## src/source/soc_pkg.sv

```systemverilog
package soc_pkg;

    // bus widths.
    typedef logic [31:0] addr_t;
    typedef logic [31:0] data_t;
    typedef logic [7:0]  byte_t;
    typedef logic [3:0]  mask_t;

    // top address nibble selects the region.
    typedef logic [3:0]  region_t;

    localparam int REGION_LSB = 28;

    localparam region_t REGION_RAM   = 4'd2;
    localparam region_t REGION_PORT  = 4'd3;
    localparam region_t REGION_TIMER = 4'd4;

    // one lane per byte of a data word.
    localparam int NUM_LANES = 4;

    typedef enum logic [1:0] {
        TMR_IDLE,
        TMR_COUNT,
        TMR_EXPIRED
    } timer_state_e;

endpackage

```

## src/source/response_mux.sv

```systemverilog
`timescale 1ns/10ps

module response_mux (
    input  logic               clk,
    input  logic               rst_n,
    input  logic               acc_valid,
    input  soc_pkg::region_t   acc_region,
    input  logic               acc_unmapped,
    input  soc_pkg::data_t     ram_rdata,
    input  logic               led,
    input  logic               timer_irq,
    input  soc_pkg::data_t     timer_count,
    output logic               rsp_valid,
    output logic               rsp_error,
    output soc_pkg::data_t     rsp_rdata
);

    soc_pkg::region_t region_q;
    logic             valid_q;
    logic             unmapped_q;
    soc_pkg::data_t   rdata_sel;

    // first stage, waits for the lane read.
    always_ff @(posedge clk or negedge rst_n) begin
        if (!rst_n) begin
            valid_q    <= 1'b0;
            unmapped_q <= 1'b0;
        end else begin
            valid_q    <= acc_valid;
            unmapped_q <= acc_unmapped;
        end
    end

    always_ff @(posedge clk) begin
        region_q <= acc_region;
    end

    always_comb begin
        case (region_q)
            soc_pkg::REGION_RAM:   rdata_sel = ram_rdata;
            soc_pkg::REGION_PORT:  rdata_sel = {30'd0, timer_irq, led};
            soc_pkg::REGION_TIMER: rdata_sel = timer_count;
            default:               rdata_sel = '0;
        endcase
        if (unmapped_q) begin
            rdata_sel = '0;
        end
    end

    always_ff @(posedge clk or negedge rst_n) begin
        if (!rst_n) begin
            rsp_valid <= 1'b0;
            rsp_error <= 1'b0;
        end else begin
            rsp_valid <= valid_q;
            rsp_error <= valid_q & unmapped_q;
        end
    end

    always_ff @(posedge clk) begin
        rsp_rdata <= rdata_sel;
    end

    assert property (@(posedge clk) disable iff (!rst_n)
        rsp_error |-> rsp_valid)
        else $error("error response without valid");

endmodule

```

## config.mk

```make
export PLATFORM = sky130hd
export DESIGN_NAME = response_mux
export DESIGN_NICKNAME = d
export VERILOG_FILES = /design/src/source/soc_pkg.sv /design/src/source/response_mux.sv
export SDC_FILE = /design/constraint.sdc
export NUM_CORES = 1
export LEC_CHECK = 0
export ABC_AREA = 1
export BUFFER_PORTS_ARGS = -buffer_cell sky130_fd_sc_hd__buf_2
export CAP_MARGIN = 10
export CORE_MARGIN = 2
export CORE_UTILIZATION = 30
export DETAILED_ROUTE_END_ITERATION = 16
export PLACE_DENSITY = 0.68
export SETUP_SLACK_MARGIN = 0.4
export SLEW_MARGIN = 20
export SYNTH_ARGS = -nofsm -noshare
export SYNTH_HDL_FRONTEND = slang
export SYNTH_SLANG_ARGS = --single-unit
```

## constraint.sdc

```tcl
create_clock -name clk -period 1.3 [get_ports clk]
set_input_delay 0.195 -clock clk [delete_from_list [all_inputs] [get_ports clk]]
set_output_delay 0.195 -clock clk [all_outputs]
set_load 0.01 [all_outputs]
```

==> impl_metrics.csv <==
group,metric,value,unit
hold_path,whs_path_depth,1,
sta,fmax,983.2,MHz
setup_path,setup.worst_path.start,"region_q[2]",
logic_synthesis,avgSynthCellArea,8.803,um2
grt,grt_first_pass_wirelength,6189,um
drt,via_per_inst,4.707,
floorplanning,initial_core_util,0.3131,
cts,clockBufferDepth,2,
sta,rsz0062_at_grt,"true",
hold_path,min_to,"unmapped_q",
grt,grt_pass1_vias,1427,
logic_synthesis,synth-seq-cells,40,
logic_synthesis,yosysSeqAreaShare,0.5550,
hold_path,worstHoldStart,"acc_unmapped",
cts,clock_latency,280,ps
power,pwr-share-comb,0.153,
power,p_leak,1.137,nW
logic_synthesis,syn_nets,242,
setup_path,r2r-start,"region_q[2]",
floorplanning,fp.coreArea,4723,um2
logic_synthesis,synth_cell_types,12,
setup_path,path_max_fanout,14,
setup_path,cp-end-kind,"flop",
logic_synthesis,synthMuxAreaShare,0,
floorplanning,fp.dieH,74.21,um
logic_synthesis,syn_inst,168,
setup_path,worstRegToRegCells,5,
cts,cts-root-buf,"clkbuf_8",
sta,skew,6.642,ps
grt,antenna_found_initial,0,
logic_synthesis,synth_compound_area_frac,0.1015,
floorplanning,rows,25,
sta,maxSlewViolCount,0,
sta,finalSetupViolCount,0,
grt,grt-ovfl-total,0,
cts,clk_pin_slew,70,ps
logic_synthesis,synth_top_family_by_area,"simple AND/OR/NAND/NOR gates",
sta,period_needed,1017,ps
power,finalPower,2.377,mW
hold_path,hold_class,"in -> reg",
setup_path,crit_type,"reg -> reg",
power,p_switching,0.5673,mW
logic_synthesis,synth_area,1479,um2
logic_synthesis,synth-xor-area-share,0,
finish,final_cell_area,2456,um2
sta,hold_violations,0,
finish,drive_gt1_frac,0.5243,
drt,drtIter0Drc,51,
drt,wl_per_cell,12.36,um
finish,nNetsFinal,363,
floorplanning,pin_count,108,
drt,vias,1671,
finish,area_delta_synth_final,66.07,%
setup_path,cp.arrival,1240,ps
run_status,status,"finished clean",
place,gp_congestion,0.7104,
flow_run,cap_violations,0,
power,p_seq_frac,0.537,
sta,post-route-period-util,0.7823,
setup_path,worstPathRequired,1520,ps
grt,grt_max_degree,19,
power,switching_share,0.2386,
power,internal_power,1.810,mW
place,hpwl,3130,um
cts,htreeDepth,2,
sta,worst_slew_pin_slew,182.8,ps
drt,wirelength,4389,um
power,pwr-share-clk,0.311,
drt,drtAntennaViolNets,0,
cts,cts_tree,"built",
drt,drc,0,
logic_synthesis,synth_fa_ha_area_frac,0,
place,place_area,2116,um2
cts,numCtsBuffers,5,
power,ir_worst_vdd,532.6,uV
setup_path,r2r_setup_slack,280,ps
power,pwr_density_cell,968.0,nW/um2
logic_synthesis,ys_warn_count,0,
floorplanning,die-area,5507,um2
logic_synthesis,synth_simple_gate_area_frac,0.2673,
grt,track_usage,0.1478,
place,port_buffers,107,
sta,slew_headroom,0.8781,
finish,diodes,0,
cts,clock_sinks,40,
floorplanning,die_x,74.21,um
sta,fin_setup_tns,0,ps
setup_path,r2r-end,"rsp_rdata[11]",
setup_path,cp-start-kind,"flop",
drt,firstDrtPassIters,4,
==> cell families (layout without fill, tap and decap cells) <==
kind of cell | after synthesis | after routing
DFF | 40 | 40
AOI/OAI and AO/OA | 30 | 30
buffers and inverters | 22 | 142
and+or+nand+nor | 76 | 76
==> registers in the layout, summed over array words and instances (netlist names) <==
| register | cells |
|---|---|
| rsp_error | 1 |
| unmapped_q | 1 |
| rsp_rdata | 32 |
| region_q | 4 |
| rsp_valid | 1 |
| valid_q | 1 |
==> synth_stat cells <==
| cell | n | share of area |
|---|---|---|
| dfrtp_1 | 4 | 0.068 |
| nor2_4 | 3 | 0.023 |
| nand3_1 | 68 | 0.23 |
| inv_2 | 2 | 0.0051 |
| a21oi_1 | 30 | 0.10 |
| buf_4 | 6 | 0.030 |
| nor2_2 | 1 | 0.0042 |
| clkbuf_1 | 3 | 0.0076 |
| inv_1 | 5 | 0.013 |
| nand2_1 | 4 | 0.010 |
| dfxtp_1 | 36 | 0.49 |
| buf_2 | 6 | 0.020 |
==> power groups by stage <==
stage | Clock, mW | Combinational (mW) | Sequential [mW]
finish | 0.738 | 0.363 | 1.28
global route | 0.818 | 0.397 | 1.28
CTS | 0.771 | 0.325 | 1.28
detailed placement | 0 | 0.296 | 1.30
global placement | 0 | 0.296 | 1.30
floorplan | 0 | 0.123 | 1.32
==> metal layers <==
| layer | up-vias | routed length [um] | track usage |
|---|---|---|---|
| li1 | 824 | - | - |
| met1 | 766 | 1766 | 0.1674 |
| met2 | 75 | 2185 | 0.2609 |
| met3 | 6 | 386 | 0.05149 |
| met4 | 0 | 51 | 0.04762 |
| met5 | - | 0 | 0 |
==> repair_timing <==
item,in CTS,in global routing
buffers inserted,1,2
hold buffers,5,1
gates cloned,0,2
pin swaps,1,3
endpoints found under the setup margin,66,66
gates resized for setup,14,26
endpoints found under the hold margin,8,1
==> worst max-delay path by stage <==
stage,to,slack (ps),cells after the start
after floorplan,rsp_rdata[10],400,4
after global placement,rsp_rdata[28],240,4
after detailed placement,rsp_rdata[11],180,4
after CTS,rsp_rdata[11],290,5
after global routing,rsp_rdata[1],200,7
final,rsp_rdata[11],280,5
==> cell type report <==
class,count,area [um2]
tap,67,83.83
timing repair buffer,129,845.8
sequential,40,838.3
multi-input combinational,106,589.3
fill,475,2267
clock buffer,6,72.57
inverter,7,26.28
==> through the flow <==
| stage | setup slack [ps] | util | std cells | hold WS [ps] |
|---|---|---|---|---|
| 2_1_floorplan | 404.6 | - | 168 | -100.6 |
| 3_3_place_gp | 236.9 | 0.4479 | 338 | -0.4851 |
| 3_5_place_dp | 178.1 | 0.4479 | 338 | 2.405 |
| 4_1_cts | 288.3 | 0.4861 | 350 | 6.810 |
| 5_1_grt | 198.2 | 0.5200 | 355 | 6.734 |
| 6_report | 283.0 | 0.5200 | 355 | 15.55 |
==> placed cells by master (no fill, tap or decap), drive strengths merged <==
cell / instances
dlygate4sd3: 6
nand3: 68
a21oi: 30
inv: 7
dfxtp: 36
nand2: 4
buf: 122
dfrtp: 4
nor2: 4
clkbuf: 7
==> worst max-delay path, stage by stage, from the launching register on <==
cell and delay [ps]:
dfxtp_2 360, inv_2 50, nor2_4 110, buf_6 170, nand3_1 110, a21oi_2 150
Note: power is estimated with default switching activity, not from simulation.
