===== config.mk =====
export PLATFORM = sky130hd
export DESIGN_NAME = mhz_timer
export DESIGN_NICKNAME = d
export VERILOG_FILES = /design/src/source/soc_pkg.sv /design/src/source/mhz_timer.sv
export SDC_FILE = /design/constraint.sdc
export NUM_CORES = 1
export LEC_CHECK = 0
export ABC_AREA = 0
export ABC_CLOCK_PERIOD_IN_PS = 3950
export BUFFER_PORTS_ARGS = -buffer_cell sky130_fd_sc_hd__clkbuf_2
export CORE_MARGIN = 2
export CORE_UTILIZATION = 38
export CTS_BUF_LIST = sky130_fd_sc_hd__clkbuf_2 sky130_fd_sc_hd__clkbuf_4 sky130_fd_sc_hd__clkbuf_8
export CTS_CLUSTER_SIZE = 28
export DETAILED_ROUTE_END_ITERATION = 8
export PLACE_DENSITY = 0.66
export SLEW_MARGIN = 25
export SYNTH_ARGS = -nofsm -noshare
export SYNTH_HDL_FRONTEND = slang
export SYNTH_SLANG_ARGS = --single-unit
export TNS_END_PERCENT = 30

===== constraint.sdc =====
create_clock -name clk -period 3.95 [get_ports clk]
set_clock_uncertainty 0.05 [all_clocks]
set_input_delay 0.395 -clock clk [delete_from_list [all_inputs] [get_ports clk]]
set_output_delay 0.395 -clock clk [all_outputs]
set_load 0.02 [all_outputs]

===== src/source/soc_pkg.sv =====
package soc_pkg;

    // bus widths.
    typedef logic [31:0] addr_t;
    typedef logic [31:0] data_t;
    typedef logic [7:0]  byte_t;
    typedef logic [3:0]  mask_t;

    // top address nibble selects the region.
    typedef logic [3:0]  region_t;

    localparam int REGION_LSB = 28;

    localparam region_t REGION_RAM   = 4'd2;
    localparam region_t REGION_PORT  = 4'd3;
    localparam region_t REGION_TIMER = 4'd4;

    // one lane per byte of a data word.
    localparam int NUM_LANES = 4;

    typedef enum logic [1:0] {
        TMR_IDLE,
        TMR_COUNT,
        TMR_EXPIRED
    } timer_state_e;

endpackage


===== src/source/mhz_timer.sv =====
`timescale 1ns/10ps

module mhz_timer #(
    parameter int MHZ_TIMER_VALUE = 4,
    parameter int TIMER_BITS      = 16
) (
    input  logic            clk,
    input  logic            rst_n,
    input  logic            load,
    input  soc_pkg::data_t  value,
    input  logic            irq_clear,
    output soc_pkg::data_t  count,
    output logic            irq
);

    localparam int PRE_BITS = (MHZ_TIMER_VALUE > 1) ? $clog2(MHZ_TIMER_VALUE) : 1;
    localparam logic [PRE_BITS-1:0] PRE_LAST = PRE_BITS'(MHZ_TIMER_VALUE - 1);

    soc_pkg::timer_state_e state, state_nxt;
    logic [PRE_BITS-1:0]   prescale, prescale_nxt;
    logic [TIMER_BITS-1:0] count_q, count_nxt;
    logic [TIMER_BITS-1:0] load_val;
    logic                  tick;

    assign load_val = value[TIMER_BITS-1:0];
    assign tick     = (prescale == PRE_LAST);      // one microsecond has passed.

    always_comb begin
        state_nxt    = state;
        prescale_nxt = prescale;
        count_nxt    = count_q;
        if (load) begin
            count_nxt    = load_val;
            prescale_nxt = '0;
            state_nxt    = (load_val == '0) ? soc_pkg::TMR_IDLE : soc_pkg::TMR_COUNT;
        end else begin
            case (state)
                soc_pkg::TMR_COUNT: begin
                    prescale_nxt = tick ? '0 : prescale + 1'b1;
                    if (tick) begin
                        count_nxt = count_q - 1'b1;
                        if (count_q == TIMER_BITS'(1)) begin
                            state_nxt = soc_pkg::TMR_EXPIRED;
                        end
                    end
                end
                soc_pkg::TMR_EXPIRED: begin
                    if (irq_clear) begin
                        state_nxt = soc_pkg::TMR_IDLE;
                    end
                end
                default: ;
            endcase
        end
    end

    always_ff @(posedge clk or negedge rst_n) begin
        if (!rst_n) begin
            state    <= soc_pkg::TMR_IDLE;
            prescale <= '0;
            count_q  <= '0;
            irq      <= 1'b0;
        end else begin
            state    <= state_nxt;
            prescale <= prescale_nxt;
            count_q  <= count_nxt;
            irq      <= (state_nxt == soc_pkg::TMR_EXPIRED) & ~irq_clear;  // clear wins.
        end
    end

    assign count = soc_pkg::data_t'(count_q);

    assert property (@(posedge clk) disable iff (!rst_n)
        irq |-> (state == soc_pkg::TMR_EXPIRED))
        else $error("timer irq high outside expired state");

endmodule


==> impl_metrics.env <==
export IMPL_wirelength_um=2855
export IMPL_relSlewSlack_pct=64.99
export IMPL_ant_nets=0
export IMPL_final_seq_area_um2=525.5
export IMPL_startpoint_type="flip-flop"
export IMPL_maxCapViolCount=0
export IMPL_io_buffers=36
export IMPL_synth_edff_count=0
export IMPL_crit_fanout=8
export IMPL_grt_ovfl_total=0
export IMPL_synth_cell_types=38
export IMPL_place_ws_ps=1890
export IMPL_clkLatencyLatePin_ps=320
export IMPL_vdd_ir_drop_max_uv=167.0
export IMPL_setup_viol=0
export IMPL_ys_seq_elements=21
export IMPL_tightest_slew_ps=525.1
export IMPL_clk_pin_slew_ps=120
export IMPL_final_layout_size_suffix_gt1_share_pct=22.87
export IMPL_synth_seq_area_share_pct=38.25
export IMPL_p_leak_nw=0.7451
export IMPL_ys_warn_count=0
export IMPL_async_reset_ff_share_pct=100.0
export IMPL_antennaDiodeCount=0
export IMPL_cts_htree_levels=1
export IMPL_worstPathArrival_ps=2300
export IMPL_syn_to_final_growth_pct=13.66
export IMPL_tns_ps=0
export IMPL_synthesis_area_mm2=0.001374
export IMPL_grt_pass1_wl_um=4767
export IMPL_crit_required_ps=4140
export IMPL_core_mm2=0.003416
export IMPL_fmax_mhz=475.2
export IMPL_fin_crit_sh_pct=53.28
export IMPL_rsz0062_at_grt="no"
export IMPL_antenna_found_initial=0
export IMPL_nets=230
export IMPL_rows=21
export IMPL_gp_congestion=0.8453
export IMPL_crit_path_end_kind="flip-flop"
export IMPL_die_y_um=64.13
export IMPL_outcome="finished clean"
export IMPL_hpwl_um=2224
export IMPL_slew_violations=0
export IMPL_fin_ws_ps=1846
export IMPL_drt_iter0_drc=41
export IMPL_hold_path_class="in -> reg"
export IMPL_cts_buffer_depth=2
export IMPL_path_class="reg -> reg"
export IMPL_postCtsSetupBuffers=0
export IMPL_synthFlopType="dfrtp_1"
export IMPL_cts_root_buf="clkbuf_4"
export IMPL_cts_tree="done"
export IMPL_n_fill_cell=358
export IMPL_power_density_mw_per_mm2=326.9
export IMPL_period_minus_slack_ps=2105
export IMPL_drtPass1Iterations=4
export IMPL_cts_buffers_inserted=3
export IMPL_crit_chain="inv_1 -> ha_1 -> and4bb_1 -> nand4_1 -> or4_1 -> a31oi_1"
export IMPL_vias=1144
export IMPL_track_usage_pct=14.80
export IMPL_synthCells=153
export IMPL_io_pins=69
export IMPL_cts_sinks=21
export IMPL_vias_per_cell=4.889
export IMPL_wire_per_inst_um=12.20
export IMPL_cp_slowest_stage_delay_ps=450
export IMPL_start_util_pct=40.22
export IMPL_grt_max_degree=31
export IMPL_grt_pass1_vias=1028
export IMPL_dieArea_mm2=0.004112
export IMPL_die_w_um=64.13
export IMPL_finalHoldViolCount=0
export IMPL_syn_area_per_cell_um2=8.979
export IMPL_cp_slowest_cell="or4_1"
export IMPL_multi_input_area_um2=734.5
export IMPL_drc=0
## flip-flops by register name, summed over array words and instances (netlist names)
name,cells
count_q,16
prescale,2
state,2
irq,1
## per-layer routing
layer / up-vias / routed length [µm] / global-route usage [%]
li1: 578 / - / -
met1: 516 / 1316 / 20.22
met2: 44 / 1318 / 22.53
met3: 6 / 169 / 3.521
met4: 0 / 51 / 5.851
met5: - / 0 / 0
## metrics by stage
| step | power [mW] | instances | area, µm² | util [%] | hold slack (ps) |
|---|---|---|---|---|---|
| after floorplan | 0.3731 | 168 | 1430 | - | 49.41 |
| after global placement | 0.4067 | 229 | 1524 | 44.62 | 345.7 |
| after detailed placement | 0.4093 | 229 | 1524 | 44.62 | 350.9 |
| after CTS | 0.5174 | 234 | 1562 | 45.71 | 165.4 |
| after global routing | 0.5448 | 234 | 1562 | 45.71 | 152.4 |
| final | 0.5105 | 234 | 1562 | 45.71 | 169.8 |
## critical path: cells and delay by family (launching register included)
family / cells / cell delay (ps)
compound gates: 1 / 180
buf+inv: 1 / 80
simple gates: 3 / 1000
fa+ha+maj: 1 / 310
flops: 1 / 410
## kinds of logic (layout without fill, tap and decap cells)
family	Yosys count	count (layout)	synth area share, %
muxes	1	1	0.7286
and+or+nand+nor	58	58	24.68
xor gates and xnor gates	10	10	6.376
other	1	16	0.2730
adders and majority gates	5	5	4.554
buffers and inverters	28	48	12.39
AOI/OAI and AO/OA	29	29	12.75
DFF	21	21	38.25
## power breakdown
part	switching, mW	internal, mW	total, mW
clock network	0.0671	0.0379	0.105
registers	0.0255	0.236	0.262
logic	0.0910	0.0527	0.144
total	0.184	0.327	0.511
## worst paths after layout
kind | to | start | depth (start not counted) | slack, ps
setup / recovery | count_q[15] | state[1] | 6 | 1850
hold / removal | irq | irq_clear | 2 | 170
setup reg to reg | count_q[15] | state[1] | 6 | 1850
hold reg to reg | prescale[1] | prescale[1] | 2 | 500
max in group asynchronous | count_q[9] | rst_n | 2 | 2970
min in group asynchronous | irq | rst_n | 2 | 520
## synthesized netlist by cell type, types with 3 or more instances
library cell   n  area, µm²
buf_4         17      127.6
or3_1          3      18.77
ha_1           5      62.56
nand3_1        3      15.01
or4_1          5      37.54
clkbuf_1       3      11.26
xor2_1         8      70.07
nand2_1       13      48.80
inv_1          7      26.28
a31oi_1        5      31.28
a21oi_1        3      15.01
nor2_1        12      45.04
o21ai_0       13      65.06
dfrtp_1       21      525.5
nor3_1         3      15.01
## repair_timing
item,in CTS,in global routing
hold endpoints to repair,12,0
hold buffers,1,0
resized for setup,0,0
## placed cells by master (no fill, tap or decap), drive strengths merged, types with 3 or more instances in the layout
| cell type | count |
|---|---|
| ha | 5 |
| nand3 | 3 |
| o21ai | 13 |
| nor3 | 4 |
| clkbuf | 39 |
| a31oi | 5 |
| nand2 | 13 |
| a21oi | 3 |
| conb | 16 |
| inv | 7 |
| dfrtp | 21 |
| nor2 | 12 |
| or4 | 5 |
| nand4 | 3 |
| xor2 | 8 |
| or3 | 3 |
## layout make-up
type | instances | area share [%]
Clock buffer | 3 | 1.442
Clock inverter | 1 | 0.3205
Inverter | 7 | 1.683
Multi-Input combinational cell | 119 | 47.04
Sequential cell | 21 | 33.65
Tap cell | 46 | 3.686
Timing Repair Buffer | 37 | 12.18
Note: power is estimated with default switching activity, not from simulation.
